--- config.mk ---
export PLATFORM = sky130hd
export DESIGN_NAME = serv_top
export DESIGN_NICKNAME = d
export VERILOG_FILES = /design/src/verilog/serv_isa_pkg.sv /design/src/verilog/serv_core_pkg.sv /design/src/verilog/serv_state.sv /design/src/verilog/serv_decode.sv /design/src/verilog/serv_rf.sv /design/src/verilog/serv_alu.sv /design/src/verilog/serv_ctrl.sv /design/src/verilog/serv_mem_if.sv /design/src/verilog/serv_top.sv
export SDC_FILE = /design/constraint.sdc
export NUM_CORES = 2
export LEC_CHECK = 0
export BUFFER_PORTS_ARGS = -buffer_cell sky130_fd_sc_hd__buf_2
export CORE_MARGIN = 8
export CORE_UTILIZATION = 38
export CTS_CLUSTER_SIZE = 20
export DETAILED_ROUTE_END_ITERATION = 10
export GPL_TIMING_DRIVEN = 1
export PLACE_DENSITY_LB_ADDON = 0.08
export SLEW_MARGIN = 30
export SYNTH_ARGS = -nofsm -noshare
export SYNTH_HDL_FRONTEND = slang
export SYNTH_SLANG_ARGS = --single-unit
--- constraint.sdc ---
create_clock -name clk -period 94.4 [get_ports clk]
set_input_delay 0 -clock clk [delete_from_list [all_inputs] [get_ports clk]]
set_output_delay 0 -clock clk [all_outputs]
set_load 0.02 [all_outputs]
--- src/verilog/serv_isa_pkg.sv ---
package serv_isa_pkg;

   // Major opcodes of the kept instructions
   typedef enum logic [6:0] {
      OPC_OP     = 7'b0110011,
      OPC_OP_IMM = 7'b0010011,
      OPC_LUI    = 7'b0110111,
      OPC_BRANCH = 7'b1100011,
      OPC_STORE  = 7'b0100011
   } opcode_e;

   // ADD, ADDI and BEQ share 000; BNE shares 001 with the dropped shifts
   typedef enum logic [2:0] {
      F3_ADD = 3'b000,
      F3_BNE = 3'b001,
      F3_SW  = 3'b010,
      F3_XOR = 3'b100,
      F3_OR  = 3'b110,
      F3_AND = 3'b111
   } funct3_e;

   // Field positions in the instruction word
   localparam int RD_LSB  = 7;
   localparam int F3_LSB  = 12;
   localparam int RS1_LSB = 15;
   localparam int RS2_LSB = 20;
   localparam int F7_LSB  = 25;

   // Set in funct7 for SUB
   localparam int SUB_BIT = F7_LSB + 5;

endpackage

--- src/verilog/serv_core_pkg.sv ---
package serv_core_pkg;

   localparam int XLEN  = 32;
   localparam int CNT_W = 5;
   localparam int REG_W = 5;

   localparam logic [XLEN-1:0] RESET_PC = '0;

   typedef enum logic [1:0] {
      FETCH,
      DECODE,
      EXEC,
      STORE
   } core_state_e;

   typedef enum logic [2:0] {
      ALU_ADD,
      ALU_SUB,
      ALU_AND,
      ALU_OR,
      ALU_XOR,
      ALU_PASS_B
   } alu_op_e;

   typedef struct packed {
      logic [REG_W-1:0] rd;
      logic [REG_W-1:0] rs1;
      logic [REG_W-1:0] rs2;
      alu_op_e          alu_op;
      logic             imm_sel;
      logic             rd_wen;
      logic             is_branch;
      logic             branch_ne;
      logic             is_store;
   } ctrl_t;

endpackage

--- src/verilog/serv_state.sv ---
`timescale 1ns/1ns

module serv_state
   import serv_core_pkg::*;
(
   input  logic             clk,
   input  logic             i_rst,
   input  logic             i_ibus_ack,
   input  logic             i_dbus_ack,
   input  logic             i_is_store,
   output logic             o_ibus_cyc,
   output logic             o_dbus_cyc,
   output logic [CNT_W-1:0] o_cnt,
   output logic             o_cnt_en,
   output logic             o_cnt_done,
   output logic             o_decode_en,
   output logic             o_pc_en
);

   core_state_e state;
   logic        ibus_cyc;
   logic        fetch_done;
   logic        store_done;

   assign fetch_done = ibus_cyc & i_ibus_ack;
   assign store_done = (state == STORE) & i_dbus_ack;

   assign o_ibus_cyc  = ibus_cyc;
   assign o_dbus_cyc  = (state == STORE);
   assign o_cnt_en    = (state == EXEC);
   assign o_cnt_done  = o_cnt_en & (o_cnt == CNT_W'(XLEN - 1));
   // Instruction word is only valid alongside the ack
   assign o_decode_en = fetch_done;
   assign o_pc_en     = (o_cnt_done & !i_is_store) | store_done;

   always_ff @(posedge clk) begin
      if (i_rst) begin
         state    <= FETCH;
         ibus_cyc <= 1'b0;
         o_cnt    <= '0;
      end else begin
         // Wraps back to zero on the last serial cycle
         if (o_cnt_en)
            o_cnt <= o_cnt + 1'b1;

         case (state)
            FETCH: begin
               ibus_cyc <= !fetch_done;
               if (fetch_done)
                  state <= DECODE;
            end
            DECODE: begin
               state <= EXEC;
            end
            EXEC: begin
               if (o_cnt_done) begin
                  state    <= i_is_store ? STORE : FETCH;
                  ibus_cyc <= !i_is_store;
               end
            end
            STORE: begin
               if (i_dbus_ack) begin
                  state    <= FETCH;
                  ibus_cyc <= 1'b1;
               end
            end
            default: begin
               state <= FETCH;
            end
         endcase
      end
   end

endmodule

--- src/verilog/serv_decode.sv ---
`timescale 1ns/1ns

module serv_decode
   import serv_core_pkg::*;
   import serv_isa_pkg::*;
(
   input  logic            clk,
   input  logic            i_decode_en,
   input  logic [XLEN-1:0] i_ibus_rdt,
   input  logic            i_cnt_en,
   output ctrl_t           o_ctrl,
   output logic [XLEN-1:0] o_imm,
   output logic            o_imm_bit
);

   opcode_e         opcode;
   funct3_e         funct3;
   ctrl_t           ctrl_d;
   logic [XLEN-1:0] imm_d;
   logic [XLEN-1:0] imm_sr;

   assign opcode = opcode_e'(i_ibus_rdt[$bits(opcode_e)-1:0]);
   assign funct3 = funct3_e'(i_ibus_rdt[F3_LSB +: 3]);

   always_comb begin
      ctrl_d        = '0;
      ctrl_d.rd     = i_ibus_rdt[RD_LSB +: REG_W];
      ctrl_d.rs1    = i_ibus_rdt[RS1_LSB +: REG_W];
      ctrl_d.rs2    = i_ibus_rdt[RS2_LSB +: REG_W];
      ctrl_d.alu_op = ALU_ADD;
      imm_d         = '0;
      case (opcode)
         OPC_OP, OPC_OP_IMM: begin
            ctrl_d.imm_sel = (opcode == OPC_OP_IMM);
            ctrl_d.rd_wen  = 1'b1;
            imm_d          = {{20{i_ibus_rdt[31]}}, i_ibus_rdt[31:20]};
            case (funct3)
               F3_ADD: begin
                  if (opcode == OPC_OP && i_ibus_rdt[SUB_BIT])
                     ctrl_d.alu_op = ALU_SUB;
               end
               F3_XOR:  ctrl_d.alu_op = ALU_XOR;
               F3_OR:   ctrl_d.alu_op = ALU_OR;
               F3_AND:  ctrl_d.alu_op = ALU_AND;
               // Shifts and compares retire as no-ops
               default: ctrl_d.rd_wen = 1'b0;
            endcase
         end
         OPC_LUI: begin
            ctrl_d.alu_op  = ALU_PASS_B;
            ctrl_d.imm_sel = 1'b1;
            ctrl_d.rd_wen  = 1'b1;
            imm_d          = {i_ibus_rdt[31:12], 12'b0};
         end
         OPC_BRANCH: begin
            ctrl_d.is_branch = (funct3 == F3_ADD) || (funct3 == F3_BNE);
            ctrl_d.branch_ne = (funct3 == F3_BNE);
            imm_d = {{19{i_ibus_rdt[31]}}, i_ibus_rdt[31], i_ibus_rdt[7],
                     i_ibus_rdt[30:25], i_ibus_rdt[11:8], 1'b0};
         end
         OPC_STORE: begin
            // Address is rs1 plus the S immediate
            ctrl_d.imm_sel  = 1'b1;
            ctrl_d.is_store = (funct3 == F3_SW);
            imm_d = {{20{i_ibus_rdt[31]}}, i_ibus_rdt[31:25], i_ibus_rdt[11:7]};
         end
         default: begin
            ctrl_d.rd_wen = 1'b0;
         end
      endcase
   end

   always_ff @(posedge clk) begin
      if (i_decode_en) begin
         o_ctrl <= ctrl_d;
         o_imm  <= imm_d;
         imm_sr <= imm_d;
      end else if (i_cnt_en) begin
         imm_sr <= {1'b0, imm_sr[XLEN-1:1]};
      end
   end

   assign o_imm_bit = imm_sr[0];

endmodule

--- src/verilog/serv_rf.sv ---
`timescale 1ns/1ns

module serv_rf
   import serv_core_pkg::*;
(
   input  logic             clk,
   input  logic [CNT_W-1:0] i_cnt,
   input  logic             i_cnt_en,
   input  ctrl_t            i_ctrl,
   input  logic             i_rd_bit,
   output logic             o_rs1_bit,
   output logic             o_rs2_bit
);

   // x0 has no storage
   logic [XLEN-1:0] regs [1:(1 << REG_W) - 1];
   logic            wr_en;

   // Reads are combinational on the current bit index, so a bit is read
   // in the same cycle that precedes its write
   assign o_rs1_bit = (i_ctrl.rs1 == '0) ? 1'b0 : regs[i_ctrl.rs1][i_cnt];
   assign o_rs2_bit = (i_ctrl.rs2 == '0) ? 1'b0 : regs[i_ctrl.rs2][i_cnt];

   assign wr_en = i_cnt_en & i_ctrl.rd_wen & (i_ctrl.rd != '0);

   always_ff @(posedge clk) begin
      if (wr_en)
         regs[i_ctrl.rd][i_cnt] <= i_rd_bit;
   end

endmodule

--- src/verilog/serv_alu.sv ---
`timescale 1ns/1ns

module serv_alu
   import serv_core_pkg::*;
(
   input  logic  clk,
   input  logic  i_cnt_en,
   input  logic  i_cnt_done,
   input  ctrl_t i_ctrl,
   input  logic  i_rs1_bit,
   input  logic  i_rs2_bit,
   input  logic  i_imm_bit,
   output logic  o_rd_bit,
   output logic  o_eq
);

   logic op_b;
   logic sub;
   logic b_add;
   logic carry_q;
   logic carry_in;
   logic carry_out;
   logic sum;
   logic eq_q;
   logic running;

   assign op_b  = i_ctrl.imm_sel ? i_imm_bit : i_rs2_bit;
   assign sub   = (i_ctrl.alu_op == ALU_SUB);
   assign b_add = op_b ^ sub;

   // Carry is kept xor'ed with sub, so a cleared register means carry-in of 1 for SUB
   assign carry_in  = carry_q ^ sub;
   assign sum       = i_rs1_bit ^ b_add ^ carry_in;
   assign carry_out = (i_rs1_bit & b_add) | (carry_in & (i_rs1_bit ^ b_add));

   assign o_eq = eq_q & (i_rs1_bit == op_b);

   always_comb begin
      case (i_ctrl.alu_op)
         ALU_AND:    o_rd_bit = i_rs1_bit & op_b;
         ALU_OR:     o_rd_bit = i_rs1_bit | op_b;
         ALU_XOR:    o_rd_bit = i_rs1_bit ^ op_b;
         ALU_PASS_B: o_rd_bit = op_b;
         default:    o_rd_bit = sum;
      endcase
   end

   // Outside the serial cycles both flags sit at their start values
   assign running = i_cnt_en & !i_cnt_done;

   always_ff @(posedge clk) begin
      carry_q <= running & (carry_out ^ sub);
      eq_q    <= running ? o_eq : 1'b1;
   end

endmodule

--- src/verilog/serv_ctrl.sv ---
`timescale 1ns/1ns

module serv_ctrl
   import serv_core_pkg::*;
(
   input  logic            clk,
   input  logic            i_rst,
   input  logic            i_pc_en,
   input  ctrl_t           i_ctrl,
   input  logic            i_eq,
   input  logic [XLEN-1:0] i_imm,
   output logic [XLEN-1:0] o_ibus_adr
);

   logic [XLEN-1:0] pc;
   logic [XLEN-1:0] pc_next;
   logic            taken;

   // Equality is only final on the last serial cycle, which is when pc_en fires
   assign taken = i_ctrl.is_branch & (i_eq ^ i_ctrl.branch_ne);

   always_comb begin
      if (taken)
         pc_next = pc + i_imm;
      else
         pc_next = pc + XLEN'(4);
   end

   always_ff @(posedge clk) begin
      if (i_rst)
         pc <= RESET_PC;
      else if (i_pc_en)
         pc <= pc_next;
   end

   assign o_ibus_adr = pc;

endmodule

--- src/verilog/serv_mem_if.sv ---
`timescale 1ns/1ns

module serv_mem_if
   import serv_core_pkg::*;
(
   input  logic            clk,
   input  logic            i_cnt_en,
   input  logic            i_addr_bit,
   input  logic            i_rs2_bit,
   output logic [XLEN-1:0] o_dbus_adr,
   output logic [XLEN-1:0] o_dbus_dat,
   output logic [3:0]      o_dbus_sel
);

   // Bits enter at the top, so after 32 shifts bit 0 sits at the bottom
   always_ff @(posedge clk) begin
      if (i_cnt_en) begin
         o_dbus_adr <= {i_addr_bit, o_dbus_adr[XLEN-1:1]};
         o_dbus_dat <= {i_rs2_bit, o_dbus_dat[XLEN-1:1]};
      end
   end

   // Whole-word stores only
   assign o_dbus_sel = 4'b1111;

endmodule

--- src/verilog/serv_top.sv ---
`timescale 1ns/1ns

module serv_top
   import serv_core_pkg::*;
(
   input  logic            clk,
   input  logic            i_rst,
   output logic [XLEN-1:0] o_ibus_adr,
   output logic            o_ibus_cyc,
   input  logic [XLEN-1:0] i_ibus_rdt,
   input  logic            i_ibus_ack,
   output logic [XLEN-1:0] o_dbus_adr,
   output logic [XLEN-1:0] o_dbus_dat,
   output logic [3:0]      o_dbus_sel,
   output logic            o_dbus_we,
   output logic            o_dbus_cyc,
   input  logic            i_dbus_ack
);

   logic [CNT_W-1:0] cnt;
   logic             cnt_en;
   logic             cnt_done;
   logic             decode_en;
   logic             pc_en;
   ctrl_t            dec_ctrl;
   logic [XLEN-1:0]  imm;
   logic             imm_bit;
   logic             rs1_bit;
   logic             rs2_bit;
   logic             rd_bit;
   logic             eq;

   assign o_dbus_we = 1'b1;

   serv_state state (
      .clk         (clk),
      .i_rst       (i_rst),
      .i_ibus_ack  (i_ibus_ack),
      .i_dbus_ack  (i_dbus_ack),
      .i_is_store  (dec_ctrl.is_store),
      .o_ibus_cyc  (o_ibus_cyc),
      .o_dbus_cyc  (o_dbus_cyc),
      .o_cnt       (cnt),
      .o_cnt_en    (cnt_en),
      .o_cnt_done  (cnt_done),
      .o_decode_en (decode_en),
      .o_pc_en     (pc_en)
   );

   serv_decode decode (
      .clk         (clk),
      .i_decode_en (decode_en),
      .i_ibus_rdt  (i_ibus_rdt),
      .i_cnt_en    (cnt_en),
      .o_ctrl      (dec_ctrl),
      .o_imm       (imm),
      .o_imm_bit   (imm_bit)
   );

   // Register file feeds the ALU directly
   serv_rf rf (
      .clk       (clk),
      .i_cnt     (cnt),
      .i_cnt_en  (cnt_en),
      .i_ctrl    (dec_ctrl),
      .i_rd_bit  (rd_bit),
      .o_rs1_bit (rs1_bit),
      .o_rs2_bit (rs2_bit)
   );

   serv_alu alu (
      .clk        (clk),
      .i_cnt_en   (cnt_en),
      .i_cnt_done (cnt_done),
      .i_ctrl     (dec_ctrl),
      .i_rs1_bit  (rs1_bit),
      .i_rs2_bit  (rs2_bit),
      .i_imm_bit  (imm_bit),
      .o_rd_bit   (rd_bit),
      .o_eq       (eq)
   );

   serv_ctrl ctrl (
      .clk        (clk),
      .i_rst      (i_rst),
      .i_pc_en    (pc_en),
      .i_ctrl     (dec_ctrl),
      .i_eq       (eq),
      .i_imm      (imm),
      .o_ibus_adr (o_ibus_adr)
   );

   // For SW the ALU result is the address sum
   serv_mem_if mem_if (
      .clk        (clk),
      .i_cnt_en   (cnt_en),
      .i_addr_bit (rd_bit),
      .i_rs2_bit  (rs2_bit),
      .o_dbus_adr (o_dbus_adr),
      .o_dbus_dat (o_dbus_dat),
      .o_dbus_sel (o_dbus_sel)
   );

endmodule

==> reports/summary.txt <==
====================================================================================
Status ................................................................ finished, final reports clean
Die boundary width ....................................................  415 microns
Placed standard-cell area .............................................  63100 sq um
Area contributors post-synth .......................................... edfxtp_1 (57%), mux4_2 (20%), nor2_1 (7.0%)
Initial cell density of the core ......................................        38.3%
Power density over cell area .......................................... 19.4 nW/um^2
Kind of critical path ................................................. flip-flop to flip-flop
Number of global-route vias before repair .............................        39400
Largest net degree at the start of global routing .....................          242
Endpoint with the worst hold slack .................................... decode.o_ctrl[8]
Instance count after placement with tap cells included ................         6243
Crit-path max FO ......................................................          101
Detailed Route Iter0 Violations .......................................         4935
Post-Route Skew .......................................................    0.0321 ns
Synth Flop Type .......................................................     edfxtp_1
Share of flip-flops with an asynchronous set or reset after synthesis .           0%
Fin. max-slew vios ....................................................            0
Number of H-tree branching levels .....................................            4
Number of antenna violations at the first check in global routing .....            4
Clock Pin Slew Worst Setup and Hold Paths .............................      0.06 ns
Worst r2r path cells ..................................................           20
Global-route wire length before repair ................................       300 mm
Min Hold Slack ........................................................    0.0482 ns
Setup violation total in the final timing report ......................            0
Library cell used as clock root buffer ................................    clkbuf_16
Area of the core region ............................................... 158000 sq um
Total wire length after detailed routing ..............................       210 mm
Maximum vdd ir drop ...................................................  0.0000156 V
DRC violations left ...................................................            0
Final number of hold-violating endpoints ..............................            0
Synth-to-Final Area Change ............................................        12.3%
Total number of clock tree sinks ......................................         1195
Type of the most critical hold path ................................... input pin to flip-flop
Overall track demand over capacity in global routing ..................        23.7%
Type of element launching the critical path ...........................    flip-flop
Ordered cell list for the critical path ............................... buf_4 > buf_4 > buf_4 > mux4_2 > mux4_2 > mux2i_1 > o2bb2ai_1 > nor4_1 > and4_1 > o31a_1 > xnor2_1 > fa_1 > nand2_1 > o311ai_0 > o21ai_0 > o21ai_4 > buf_6 > buf_12 > buf_4 > buf_4
Post-Syn Instances ....................................................         4342
Number of cells on the worst hold path ................................            2
Required time of the critical path ....................................     94.85 ns
Most numerous cell in the Yosys netlist ...............................     edfxtp_1
CTS tree ..............................................................        built
Total die area ........................................................ 173000 sq um
Critical path's most frequent cell ....................................        buf_4
Slowest cell delay on critical path ...................................      0.84 ns
Worst-margin pin slew .................................................      1.05 ns
Max_cap viols .........................................................            0
Warnings, synthesis ...................................................            0
Post CTS Setup Buffer Count ...........................................            0
Routability congestion estimate from global placement .................        0.815
R2r setup slk .........................................................     83.99 ns
Routed wire per std cell .............................................. 32.0 microns
Fraction of final layout cells with drive strength greater than 1 .....        24.4%
Total Nets Final ......................................................         4450
Buffering stage count on the worst path with inverters included .......            7
Number of iterations in the first detailed-routing pass ...............            6
Routed via count ......................................................        40000
Portion of the post-synthesis area used by sequential elements ........        58.3%
Detailed-placement wirelength estimate ................................       119 mm
Post-synthesis sequential element count ...............................         1195
Hold-fix buffers, CTS .................................................           56
Accumulated negative setup slack ......................................         0 ns
Library cell occupying the most area in the post-synthesis netlist ....     edfxtp_1
Synth top cells by count .............................................. edfxtp_1 (1143), nor2_1 (1138), mux4_2 (529), clkbuf_1 (295), nand2_1 (200)
Setup repair after global routing missed its margin ...................        false
Ports .................................................................          139
Die height ............................................................  415 microns
Clock buffer count from CTS ...........................................          142
Placement Setup Slack .................................................     83.12 ns
Max-slew headroom at the worst pin ....................................        29.9%
Critical Path Sink Type ...............................................    flip-flop
Number of gates resized after cts .....................................            0
Number of buffers inserted by port buffering ..........................          133
Count of distinct cell types in the synthesized netlist ...............           74
Summed area of non-filler cells in the final layout ...................  68100 sq um
Data arrival time of the worst path ...................................     10.86 ns
Later-pin clock latency in the skew report ............................      0.78 ns
Max Clock Freq ........................................................     96.1 MHz
Area share of the leading cell type in the synthesized netlist ........        56.6%
Period Utilization, post-route ........................................        11.0%
Antenna-violating nets left ...........................................            0
Count of flip-flops with a built-in enable after synthesis ............         1143
Remaining global-route overflow .......................................            0
Minimum clock period ..................................................     10.41 ns
Cell area after technology mapping ....................................  60600 sq um
Post-synthesis average cell area ......................................   14.0 sq um
Critical-path cell with the highest stage delay .......................        buf_4
Non-filler cells, final ...............................................         6556
CTS max path bufs .....................................................            3
Hold Crit Start ....................................................... i_ibus_rdt[20]
Final setup slack of the worst path ...................................     83.99 ns
End of the worst register-to-register path ............................ rf.regs[17][28]
Row count .............................................................          146
Via-per-instance ratio ................................................         6.10
Top delay family on crit path ......................................... buffers and inverters
Static power due to leakage ...........................................    0.0212 uW
====================================================================================
## stage by stage
stage | util [%] | power, uW
floorplan | - | 861
finish | 43.0 | 1320
detailed placement | 39.8 | 801
CTS | 42.9 | 1330
global route | 43.0 | 1360
global placement | 39.8 | 800
## state kept, by name (all words and copies together) (netlist names), 2 cells and up, named ones only
| register | cells |
|---|---|
| ctrl.o_ibus_adr | 32 |
| decode.imm_sr | 32 |
| decode.o_ctrl | 23 |
| decode.o_imm | 32 |
| mem_if.o_dbus_adr | 32 |
| mem_if.o_dbus_dat | 32 |
| rf.regs | 992 |
| state.o_cnt | 5 |
| state.state | 2 |
## worst max-delay path by stage
stage | end | cells past startpoint | from | slack, ns
floorplan | mem_if.o_dbus_adr[31] | 12 | flip-flop | 45.64
global placement | rf.regs[18][10] | 21 | flip-flop | 83.04
detailed placement | rf.regs[16][10] | 20 | flip-flop | 83.12
CTS | rf.regs[19][10] | 20 | flip-flop | 83.09
global route | rf.regs[26][12] | 20 | flip-flop | 83.53
finish | rf.regs[17][28] | 20 | flip-flop | 83.99
## cell type report
type | instances | area, sq um
Inverter | 22 | 83.8
Tap cell | 2072 | 2590
Sequential cell | 1195 | 35400
Antenna cell | 1 | 2.50
Timing Repair Buffer | 291 | 2070
Fill cell | 14500 | 90300
Clock buffer | 180 | 3770
Multi-Input combinational cell | 2721 | 23600
Clock inverter | 74 | 588
## logic make-up (layout without fill, tap and decap cells)
kind of cell             count (synthesis)  count (layout)  share of synthesized area, %
AO/OA/AOI/OAI                          427             427                          4.67
XOR/XNOR                                29              29                         0.419
adder cells (fa/ha/maj)                 41              41                         0.871
buffers and inverters                  430             567                          3.14
flip-flops                            1195            1195                          58.3
multiplexers                           681             681                          22.2
other                                    1               6                       0.00618
AND/OR/NAND/NOR                       1538            1538                          10.3
## layout by cell type, fill, tap and decap left out, drive strengths merged, types with 50 or more instances in the layout
master	n
nand2	200
mux2i	109
a211oi	56
clkinv	58
dlygate4sd3	56
a21oi	113
mux4	529
edfxtp	1143
o21ai	50
nor2	1138
buf	235
dfxtp	52
clkbuf	180
## metal layers
metal  vias up  GRT usage (%)  wire length (microns)  part of all wire, %
met5         -              0                      0                    0
met4         0           6.60                   5780                  2.8
met3       305           4.45                  14900                  7.1
met2      1673           38.0                  98600                   47
met1     21300           33.1                  90700                   43
li1      16700              -                      -                    -
## power by group
part | internal [uW] | leakage [uW] | switching (uW)
clock network | 301 | 0.00212 | 225
registers | 621 | 0.0107 | 7.66
logic | 57.2 | 0.00838 | 106
Note: power is estimated with default switching activity, not from simulation.
